===== config.mk =====
export PLATFORM = sky130hd
export DESIGN_NAME = move_queue
export DESIGN_NICKNAME = d
export VERILOG_FILES = /design/src/source/movegen_pkg.sv /design/src/source/move_queue.sv
export SDC_FILE = /design/constraint.sdc
export NUM_CORES = 1
export LEC_CHECK = 0
export BUFFER_PORTS_ARGS = -buffer_cell sky130_fd_sc_hd__buf_2
export CELL_PAD_IN_SITES_DETAIL_PLACEMENT = 0
export CELL_PAD_IN_SITES_GLOBAL_PLACEMENT = 1
export CORE_MARGIN = 1.5
export CORE_UTILIZATION = 37
export CTS_CLUSTER_DIAMETER = 150
export DETAILED_ROUTE_END_ITERATION = 12
export PLACE_DENSITY_LB_ADDON = 0.1
export SLEW_MARGIN = 25
export SYNTH_ARGS = -nofsm -noshare
export SYNTH_HDL_FRONTEND = slang
export SYNTH_SLANG_ARGS = --single-unit

===== constraint.sdc =====
create_clock -name clk -period 1 [get_ports clk]
set_input_delay 0.15 -clock clk [delete_from_list [all_inputs] [get_ports clk]]
set_output_delay 0.15 -clock clk [all_outputs]
set_load 0.05 [all_outputs]

===== src/source/movegen_pkg.sv =====
package movegen_pkg;

  // board geometry, a square index is rank*8 + file so a1 is 0 and h8 is 63
  localparam int NUM_SQUARES = 64;
  localparam int SQ_W = 6;

  // default depth of each colour's piece stack and of the move queue
  localparam int STACK_DEPTH_DEF = 16;

  // piece codes as they arrive on the load bus
  typedef enum logic [2:0] {
    PC_EMPTY  = 3'd0,
    PC_KING   = 3'd1,
    PC_QUEEN  = 3'd2,
    PC_ROOK   = 3'd3,
    PC_BISHOP = 3'd4,
    PC_KNIGHT = 3'd5,
    PC_PAWN   = 3'd6
  } piece_e;

  // one square of the serial load, colour bit is 1 for white
  typedef struct packed {
    logic   white;
    piece_e piece;
  } pos_code_t;

  // one slot of a piece stack or of the move queue
  typedef struct packed {
    logic                full;
    piece_e              piece;
    logic [SQ_W-1:0]     square;
  } piece_entry_t;

  // move word, 3 bits per field from the piece down to the destination rank
  typedef struct packed {
    piece_e     piece;
    logic [2:0] from_file;
    logic [2:0] from_rank;
    logic [2:0] to_file;
    logic [2:0] to_rank;
  } uci_move_t;

endpackage


===== src/source/move_queue.sv =====
module move_queue #(
  parameter int DEPTH = movegen_pkg::STACK_DEPTH_DEF
) (
  input  logic                      clk,
  input  logic                      i_rst,
  input  logic                      i_load,
  input  movegen_pkg::piece_entry_t i_load_entries [DEPTH],
  input  logic                      i_pop,
  output movegen_pkg::piece_entry_t o_head,
  output logic                      o_last
);

  movegen_pkg::piece_entry_t q [DEPTH];

  // parallel load of the side to play, then one pop per finished piece
  always_ff @(posedge clk) begin
    if (i_rst) begin
      for (int k = 0; k < DEPTH; k++) begin
        q[k] <= '0;
      end
    end else if (i_load) begin
      q <= i_load_entries;
    end else if (i_pop) begin
      for (int k = 0; k < DEPTH - 1; k++) begin
        q[k] <= q[k+1];
      end
      q[DEPTH-1] <= '0;
    end
  end

  assign o_head = q[0];

  // the stack packs full entries from slot 0, so an empty second slot
  // means the head is the final piece of the list
  assign o_last = !q[1].full;

  // start is only legal once the previous list has ended, so the scan
  // can never be popping while a new list is loaded
  a_load_pop : assert property (
    @(posedge clk) disable iff (i_rst)
    !(i_load && i_pop)
  );

endmodule


==> results of run 1 <==
-- cells in the final DEF, fill, tap and decap left out, drive strengths merged --
master,synthesis,layout
a211oi,150,150
a21oi,10,10
buf,35,223
bufinv,0,1
clkbuf,46,18
clkinv,0,4
clkinvlp,0,5
dfxtp,160,160
dlygate4sd3,0,11
inv,2,7
mux2i,150,150
nand2,10,10
nor2b,150,150
or3b,10,10
-- worst paths after layout --
path / start / endpoint / slack [ps]
worst max register to register: q[2] / q[2] / 60
worst min-delay path: i_load_entries[70] / q[70] / 20
worst min register to register: q[66] / q[76] / 560
worst max-delay path: q[149] / o_last / -90
-- flip-flops by register name, indices dropped and copies added, names as in the netlist --
signal / flops
q: 150
o_head: 10
-- power groups by stage --
| stage | sequential, mW | combinational (mW) | clock [mW] |
|---|---|---|---|
| after global routing | 7.19 | 2.51 | 6.68 |
| after floorplan | 7.15 | 1.48 | 0 |
| after global placement | 7.25 | 2.16 | 0 |
| final | 7.14 | 2.30 | 6.22 |
| after CTS | 7.14 | 2.30 | 6.40 |
| after detailed placement | 7.26 | 2.19 | 0 |
-- worst min-delay path, cell delays in order --
cell and delay (ps):
buf_2 100, nor2b_1 90, a211oi_1 50
-- cells by family (layout without fill, tap and decap cells) --
logic type	count (synthesis)	count (layout)	synth area share [%]
simple gates	170	170	14.3
compound gates	160	160	15.8
buf+inv	83	269	6.74
flops	160	160	43.0
mux	150	150	20.2
-- cell usage after synthesis --
| cell type | count |
|---|---|
| inv_2 | 1 |
| buf_2 | 5 |
| inv_1 | 1 |
| clkbuf_1 | 46 |
| nor2b_1 | 150 |
| buf_1 | 3 |
| buf_8 | 11 |
| a211oi_1 | 150 |
| dfxtp_1 | 160 |
| buf_4 | 16 |
| or3b_1 | 10 |
| nand2_1 | 10 |
| mux2i_1 | 150 |
| a21oi_1 | 10 |
-- final cells by class --
| cell class | count | area [sq um] |
|---|---|---|
| sequential | 160 | 3220 |
| multi-input combinational | 480 | 3740 |
| tap | 265 | 332 |
| clock inverter | 15 | 135 |
| timing repair buffer | 235 | 1710 |
| inverter | 2 | 10.0 |
| fill | 1861 | 10000 |
| clock buffer | 17 | 425 |
-- routing by layer --
layer	up-vias	GRT usage, %	part of all wire [%]
li1	2960	-	-
met1	2694	25.1	48
met2	123	29.0	46
met3	16	4.41	4.2
met4	0	5.00	1.3
met5	-	0	0
-- timing repair --
action / 4_1_cts / 5_1_grt
hold buffers: 10 / 1
setup endpoints to repair: 11 / 12
setup buffers: 2 / 2
endpoints found under the hold margin: 10 / 1
gates resized for setup: 40 / 3
==> run metrics, run 1 <==
Gate power share around 15%; count of different cell masters after synthesis 14; Post-DP Area approximately 8800 sq um; Worst EP required 850 ps; GRT Util Overall between 10% and 20%; slowest CP cell dfxtp_2; Seq/Total Area, Yosys 43.0%; die area between 20000 and 25000 sq um; Vias around 5.8k; TritonCTS buffer count 17; Overflow after GRT 0; cell count after synthesis slightly above 700; LEAKAGE 4.08 nW; worst path cell trace inv_2 > buf_6; Final Critical Period roughly 1100 ps; 1st-pass router iterations 4; fin crit share 109%; Crit path buffers/inverters 2; crit-path max cell delay approximately 330 ps; CTS tree built; Reg clk slew, reported paths 70 ps; syn_area_per_cell between 10 and 15 sq um; DR WL/cell 16.0 um; switching share of power 26.5%; clock buffer depth 2; CP Depth 2; vias per inst 4.93; delay-heaviest family, CP flip-flops; Rel. slew slack between 70% and 80%; clk root buf clkbuf_16; clk_skew about 8.3 ps; max cap viols 0; setup violators final 11; maximum vdd drop 1000 uV; Overall Power between 15 and 20 mW; Detail Route Antenna Nets 0; RD Place Congestion approximately 0.75; crit path capture type output port; Core Area 19600 sq um; global-route wire length before repair ~30 mm; Hold WC Path Type input port to flop; clock sink count 160; DP Worst Slack -240 ps; Util after Layout between 40 and 50%; P_sw between 4 and 5 mW; sequential share of power 45.6%; Residual DRC 0; Netlist Area Pre-Place roughly 7400 sq um; vias in the first global route a little under 6k; drt total wl about 19 mm; failing checks setup timing; largest net degree at the start of global routing 39; Clock power frac 39.7%; Worst Tran Pin Value 305 ps; nets around 1.1k; Int Pwr roughly 12 mW; Slew Viols, Final 0; Layout area overhead 28.6%; Non-Filler Instances ~1.2k; ANT cells 0; unrepaired setup endpoints after global routing true; area fraction of the dominant cell type after synthesis a little over two fifths; setup TNS -699 ps; Pwr Density between 1500 and 2000 nW/um^2; placed cell count between 1k and 1.5k; #FFs+latches synth 160; Hold Slack 17.5 ps; Worst-Skew Late Latency 420 ps; type of the worst setup path flop to output port; CP Launch Type flop; antenna violations before repair 0; dpl hpwl 13.1 mm; reg2reg path depth 2; final worst setup slack -90.8 ps; top post-synthesis cells by area dfxtp_1, mux2i_1, a211oi_1; WHS Path Cells 3; # rows between 50 and 60; die height between 100 and 150 um; Die Wd between 100 and 150 um; CTS H-tree depth 4; design area between 9000 and 10000 sq um; layout cell share with drive strength beyond 1 between 20 and 30%; outcome finished with violations; DR iter-0 viols 210; port bufs 174; initial core utilization 38.0%; synth warn 0; final hold vios 0; CP arrival between 900 and 1000 ps; synthesized net count 887; IO Count between 150 and 200; cell taking the most area after synthesis dfxtp_1; worst-path fanout max 2; Max Clk Rate ~920 MHz
No activity file was read; power rests on OpenSTA's default activity.
==> inputs of run 2 (changes only) <==
--- a/config.mk
+++ b/config.mk
@@ -5,11 +5,12 @@
 export SDC_FILE = /design/constraint.sdc
 export NUM_CORES = 1
 export LEC_CHECK = 0
+export ABC_AREA = 1
 export BUFFER_PORTS_ARGS = -buffer_cell sky130_fd_sc_hd__buf_2
 export CELL_PAD_IN_SITES_DETAIL_PLACEMENT = 0
 export CELL_PAD_IN_SITES_GLOBAL_PLACEMENT = 1
 export CORE_MARGIN = 1.5
-export CORE_UTILIZATION = 37
+export CORE_UTILIZATION = 34
 export CTS_CLUSTER_DIAMETER = 150
 export DETAILED_ROUTE_END_ITERATION = 12
 export PLACE_DENSITY_LB_ADDON = 0.1
==> run 2 against run 1 <==
Combinational power shrank 2%. Final cell count grew 41%. Routed wire length grew 13%. Critical endpoint unchanged. Flip-flop and latch count is the same. Global-route usage shrank 0.12 points. Synthesized cell count grew 65%. Non-clock buffer count grew 11. The run still ends with setup timing left. Via count grew 29%. Worst hold slack lost 3.4 ps.
==> run metrics, run 2 <==
Largest Register q; CTS tree built; vias in the first global route between 7k and 8k; final worst setup slack -94.2 ps; vias per inst ~4.5; TritonCTS buffer count 17; CP Launch Type flop; DP Worst Slack -48.4 ps; DR iter-0 viols between 300 and 400; fin crit share 109%; Detail Route Antenna Nets 0; Core Area 21900 sq um; DR WL/cell 12.8 um; area fraction of the dominant cell type after synthesis between 40% and 50%; P_sw approximately 4 mW; switching share of power between 20% and 30%; Overflow after GRT 0; LEAKAGE approximately 5.6 nW; max reg flops 150; Hold Path Sink q[122]; outcome finished with violations; unrepaired setup endpoints after global routing true; # rows 54; port bufs roughly 170; Post-synth top cells nand2_1, nand3_1, dfxtp_1; reg2reg path depth 5; type of the worst setup path flop to output port; cell count after synthesis roughly 1.2k; antenna violations before repair 2; ys flop type dfxtp_1; GRT Util Overall 18.3%; maximum vdd drop ~1000 uV; Clock power frac between 40% and 50%; setup TNS -691 ps; worst-path fanout max 2; clock buffer depth 2; Slew Viols, Final 0; Max Clk Rate between 900 and 1000 MHz; nets 1526; Overall Power ~16 mW; final hold vios 0; clk_skew around 9.9 ps; setup violators final 11; synthesized net count 1356; Reg clk slew, reported paths around 70 ps; #FFs+latches synth 160; initial core utilization a little over a third; Vias approximately 7.5k; Seq/Total Area, Yosys between 40% and 50%; Rel. slew slack 84.8%; Final Critical Period between 1000 and 1500 ps; Netlist Area Pre-Place ~7600 sq um; die area roughly 23000 sq um; hold path start i_load_entries[122]; crit path capture type output port; WHS Path Cells 5; Hold Slack 14.1 ps; Pwr Density 1600 nW/um^2; syn_area_per_cell ~6.4 sq um; RD Place Congestion between 0.7 and 0.8; clock sink count 160; Gate power share 14.0%; EDFF count, synth 0; sequential share of power 43.4%; ys async rst share 0%; drt total wl ~21 mm; fillers 2435; Worst R2R End o_head[9]; FF-to-FF setup slack 200 ps; leading cell type in the layout, fill and taps excluded nand2_1; top post-synthesis cells by area dfxtp_1, nand2_1, nand3_1; most frequent cells in the layout nand2_1, nand3_1, buf_2; Die Wd 153 um; slowest CP cell dfxtp_2; Hold WC Path Type input port to flop; IO Count ~180; die height roughly 150 um; CP arrival 940 ps; layout cell share with drive strength beyond 1 between 20% and 30%; Worst Tran Pin Value approximately 230 ps; Worst EP required about 850 ps; Layout area overhead 31.2%; max cap viols 0; cell taking the most area after synthesis dfxtp_1; worst path cell trace inv_2 > buf_8; count leader, synth nand2_1; RR Startpoint q[149]; largest net degree at the start of global routing 48; synth warn 0; crit-path max cell delay roughly 340 ps; Residual DRC 0; CTS H-tree depth 4; dpl hpwl 14.7 mm; failing checks setup timing; 1st-pass router iterations 5; Int Pwr 11.9 mW; global-route wire length before repair around 35 mm; Worst-Skew Late Latency about 420 ps; clk root buf clkbuf_16; count of different cell masters after synthesis 12
[run 2: changes by cell type after synthesis, moves of 7 or more]
cell and delta:
nand2_1 +466, nand3_1 +294, inv_1 +151, a211oi_1 -150, mux2i_1 -150, nor2b_1 -150
buf_2 +44, clkbuf_1 -25, buf_8 -11, or3b_1 -10, buf_4 +7
[run 2: cells by family (layout without fill, tap and decap cells)]
group | Yosys count | count (layout) | synth area share, %
other | 0 | 1 | 0
AO/OA/AOI/OAI | 13 | 13 | 0.853
AND/OR/NAND/NOR | 771 | 771 | 42.9
flip-flops | 160 | 160 | 42.0
buffers and inverters | 248 | 428 | 14.2
[run 2: cell type report]
cell class,count,area [sq um],area share [%]
multi-input combinational,784,3330,33.4
clock inverter,11,168,1.68
sequential,160,3220,32.2
antenna,1,2.50,0.0250
timing repair buffer,246,1920,19.2
clock buffer,18,429,4.29
inverter,153,579,5.79
tap,280,350,3.50
[run 2: worst max path at each step]
stage / start / endpoint
4_1_cts: q[149] / o_last
5_1_grt: q[149] / o_last
3_5_place_dp: i_pop / q[21]
3_3_place_gp: i_pop / q[27]
2_1_floorplan: i_load / q[100]
6_report: q[149] / o_last
[run 2: metal layers]
| metal | global-route usage, % | wire [um] | vias to the layer above |
|---|---|---|---|
| li1 | - | - | 4019 |
| met1 | 24.7 | 10300 | 3301 |
| met2 | 29.5 | 9700 | 141 |
| met3 | 4.32 | 1000 | 14 |
| met4 | 3.98 | 123 | 4 |
| met5 | 0 | 26 | - |
[run 2: critical path, delay by kind of cell, from the launching register on]
kind	cells	cell delay, ps
buffers and inverters	2	180
flip-flops	1	340
[run 2: power by group through the flow]
stage               sequential (mW)  combinational [mW]  clock [mW]
finish                         6.95                2.25        6.83
global route                   6.99                2.53        7.26
CTS                            6.95                2.28        6.99
detailed placement             7.08                2.18           0
global placement               7.07                2.18           0
floorplan                      7.02                1.31           0
[run 2: timing repair]
action | in CTS | in global routing
gates resized for setup | 41 | 2
setup endpoints to repair | 11 | 11
hold buffers | 13 | 0
setup buffers | 1 | 0
endpoints found under the hold margin | 13 | 0
pin swaps | 0 | 0
[run 2: through the flow]
step,util [%],std cells,instance area (sq um)
finish,45.7,1653,10000
global route,45.7,1652,10000
CTS,45.6,1652,9990
detailed placement,41.8,1609,9150
global placement,41.8,1609,9150
floorplan,-,1192,7620
==> inputs of run 3 (changes only) <==
--- a/config.mk
+++ b/config.mk
@@ -14,6 +14,7 @@
 export CTS_CLUSTER_DIAMETER = 150
 export DETAILED_ROUTE_END_ITERATION = 12
 export PLACE_DENSITY_LB_ADDON = 0.1
+export REMOVE_ABC_BUFFERS = 1
 export SLEW_MARGIN = 25
 export SYNTH_ARGS = -nofsm -noshare
 export SYNTH_HDL_FRONTEND = slang
==> run 3 against run 2 <==
The run still ends with setup timing left. Via count grew 1.3%. Sequential share of layout area is 0.81 points lower. Register-to-register slack hardly changed. Largest cell class unchanged. Combinational power increased by 4%. Routed wire length down 1.6%. Worst hold slack improved by 1.5 ps. Flip-flop and latch count is the same. Die area unchanged. Maximum frequency up 0.32%. Critical path depth is the same.
==> run metrics, run 3 (synthesis results as in run 2) <==
outcome finished with violations; failing checks setup timing; Worst EP required 850 ps; 1st-pass router iterations 7; IO Count around 180; fin crit share 109%; slowest CP cell dfxtp_2; DP Worst Slack -75.5 ps; clock buffer depth 2; delay-heaviest family, CP flip-flops; # rows 54; Residual DRC 0; clock sink count 160; crit path capture type output port; global-route wire length before repair 34.7 mm; Crit path buffers/inverters 2; Vias around 7.6k; port bufs 174; Worst Tran Pin Value around 300 ps; Reg clk slew, reported paths 70 ps; CP Launch Type flop; Pwr Density 1530 nW/um^2; Overflow after GRT 0; die height between 150 and 200 um; worst path cell trace inv_2 > buf_8; CTS H-tree depth 4; Largest Register q; Rel. slew slack around four fifths; Hold WC Path Type input port to flop; final worst setup slack -90.7 ps; final hold vios 0; Worst-Skew Late Latency between 400 and 500 ps; leading cell type in the layout, fill and taps excluded nand2_1; die area approximately 23000 sq um; Detail Route Antenna Nets 0; RD Place Congestion 0.727; drt total wl around 21 mm; max reg flops 150; layout cell share with drive strength beyond 1 between 10% and 20%; Non-Filler Instances roughly 1.7k; Die Wd between 150 and 200 um; Final Critical Period about 1100 ps; worst-path fanout max 2; max cap viols 0; fillers ~2.4k; Layout area overhead 34.5%; maximum vdd drop between 800 and 900 uV; vias in the first global route around 7k; antenna violations before repair 0; TritonCTS buffer count 17; Overall Power about 16 mW; largest net degree at the start of global routing 63; Hold Slack approximately 16 ps; unrepaired setup endpoints after global routing true; placed cell count between 1.5k and 2k; Core Area approximately 22000 sq um; most frequent cells in the layout nand2_1, nand3_1, buf_2; DR iter-0 viols ~440; vias per inst approximately 4.5; clk root buf clkbuf_16; LEAKAGE ~5.7 nW; initial core utilization 34.8%; crit-path max cell delay 340 ps; DR WL/cell ~12 um; Slew Viols, Final 0; clk_skew just over 9 ps; CP arrival between 900 and 1000 ps; type of the worst setup path flop to output port; Max Clk Rate between 900 and 1000 MHz; GRT Util Overall 18.1%; nets 1552; setup violators final 11; CTS tree built; Post-DP Area about 9000 sq um; design area about 10000 sq um; dpl hpwl between 10 and 15 mm
==> run 3: cell types whose count changed in the layout (fill, tap and decap cells not counted), sizes merged <==
cell,before,now
buf,233,231
clkinv,5,3
inv,153,157
clkinvlp,2,4
bufinv,4,1
dlygate4sd3,13,41
clkbuf,18,20
==> run 3: path summary, 6_finish.rpt <==
path / depth (start not counted) / start / to / slack, ps
worst min-delay path: 5 / i_load_entries[36] / q[36] / 20
worst max-delay path: 2 / q[149] / o_last / -90
worst max register to register: 5 / q[149] / o_head[9] / 210
worst min register to register: 2 / q[3] / q[3] / 460
==> run 3: where the power goes <==
group / internal [mW] / switching, mW / total (mW)
Combinational: 1.11 / 1.23 / 2.33
Clock: 3.61 / 2.85 / 6.46
Sequential: 6.75 / 0.185 / 6.93
==> run 3: timing repair <==
item	CTS	global route
hold endpoints to repair	41	0
gates resized for setup	36	5
setup endpoints to repair	11	11
hold buffers	41	0
pin swaps	0	0
buffers inserted	1	0
==> run 3: per-layer routing <==
metal | up-vias | global-route usage, % | part of all wire (%)
met2 | 137 | 29.5 | 46
met3 | 13 | 3.16 | 3.3
met4 | 0 | 5.04 | 0.77
met5 | - | 0 | 0
met1 | 3361 | 24.5 | 50
li1 | 4063 | - | -
==> run 3: cell type report <==
class,count,area (sq um),share of cell area (%)
diodes,1,2.50,0.0244
inverters,153,579,5.65
well taps,280,350,3.42
multi-input cells,784,3330,32.5
clock buffers,20,457,4.45
repair buffers,272,2190,21.4
flip-flops and latches,160,3220,31.4
clock inverters,12,124,1.21
==> run 3: worst register-to-register path, cell delays in order (launching register included) <==
cell     delay, ps
dfxtp_2        330
buf_4          130
nand3_1         70
nand3_1         70
nand2_1         60
inv_1           40
==> run 3: per-stage QoR <==
step / utilization (%) / setup TNS [ps]
final: 46.9 / -745
after global routing: 46.8 / -1220
after CTS: 46.8 / -1060
after detailed placement: 41.8 / -8380
after global placement: 41.8 / -5680
after floorplan: - / -227810
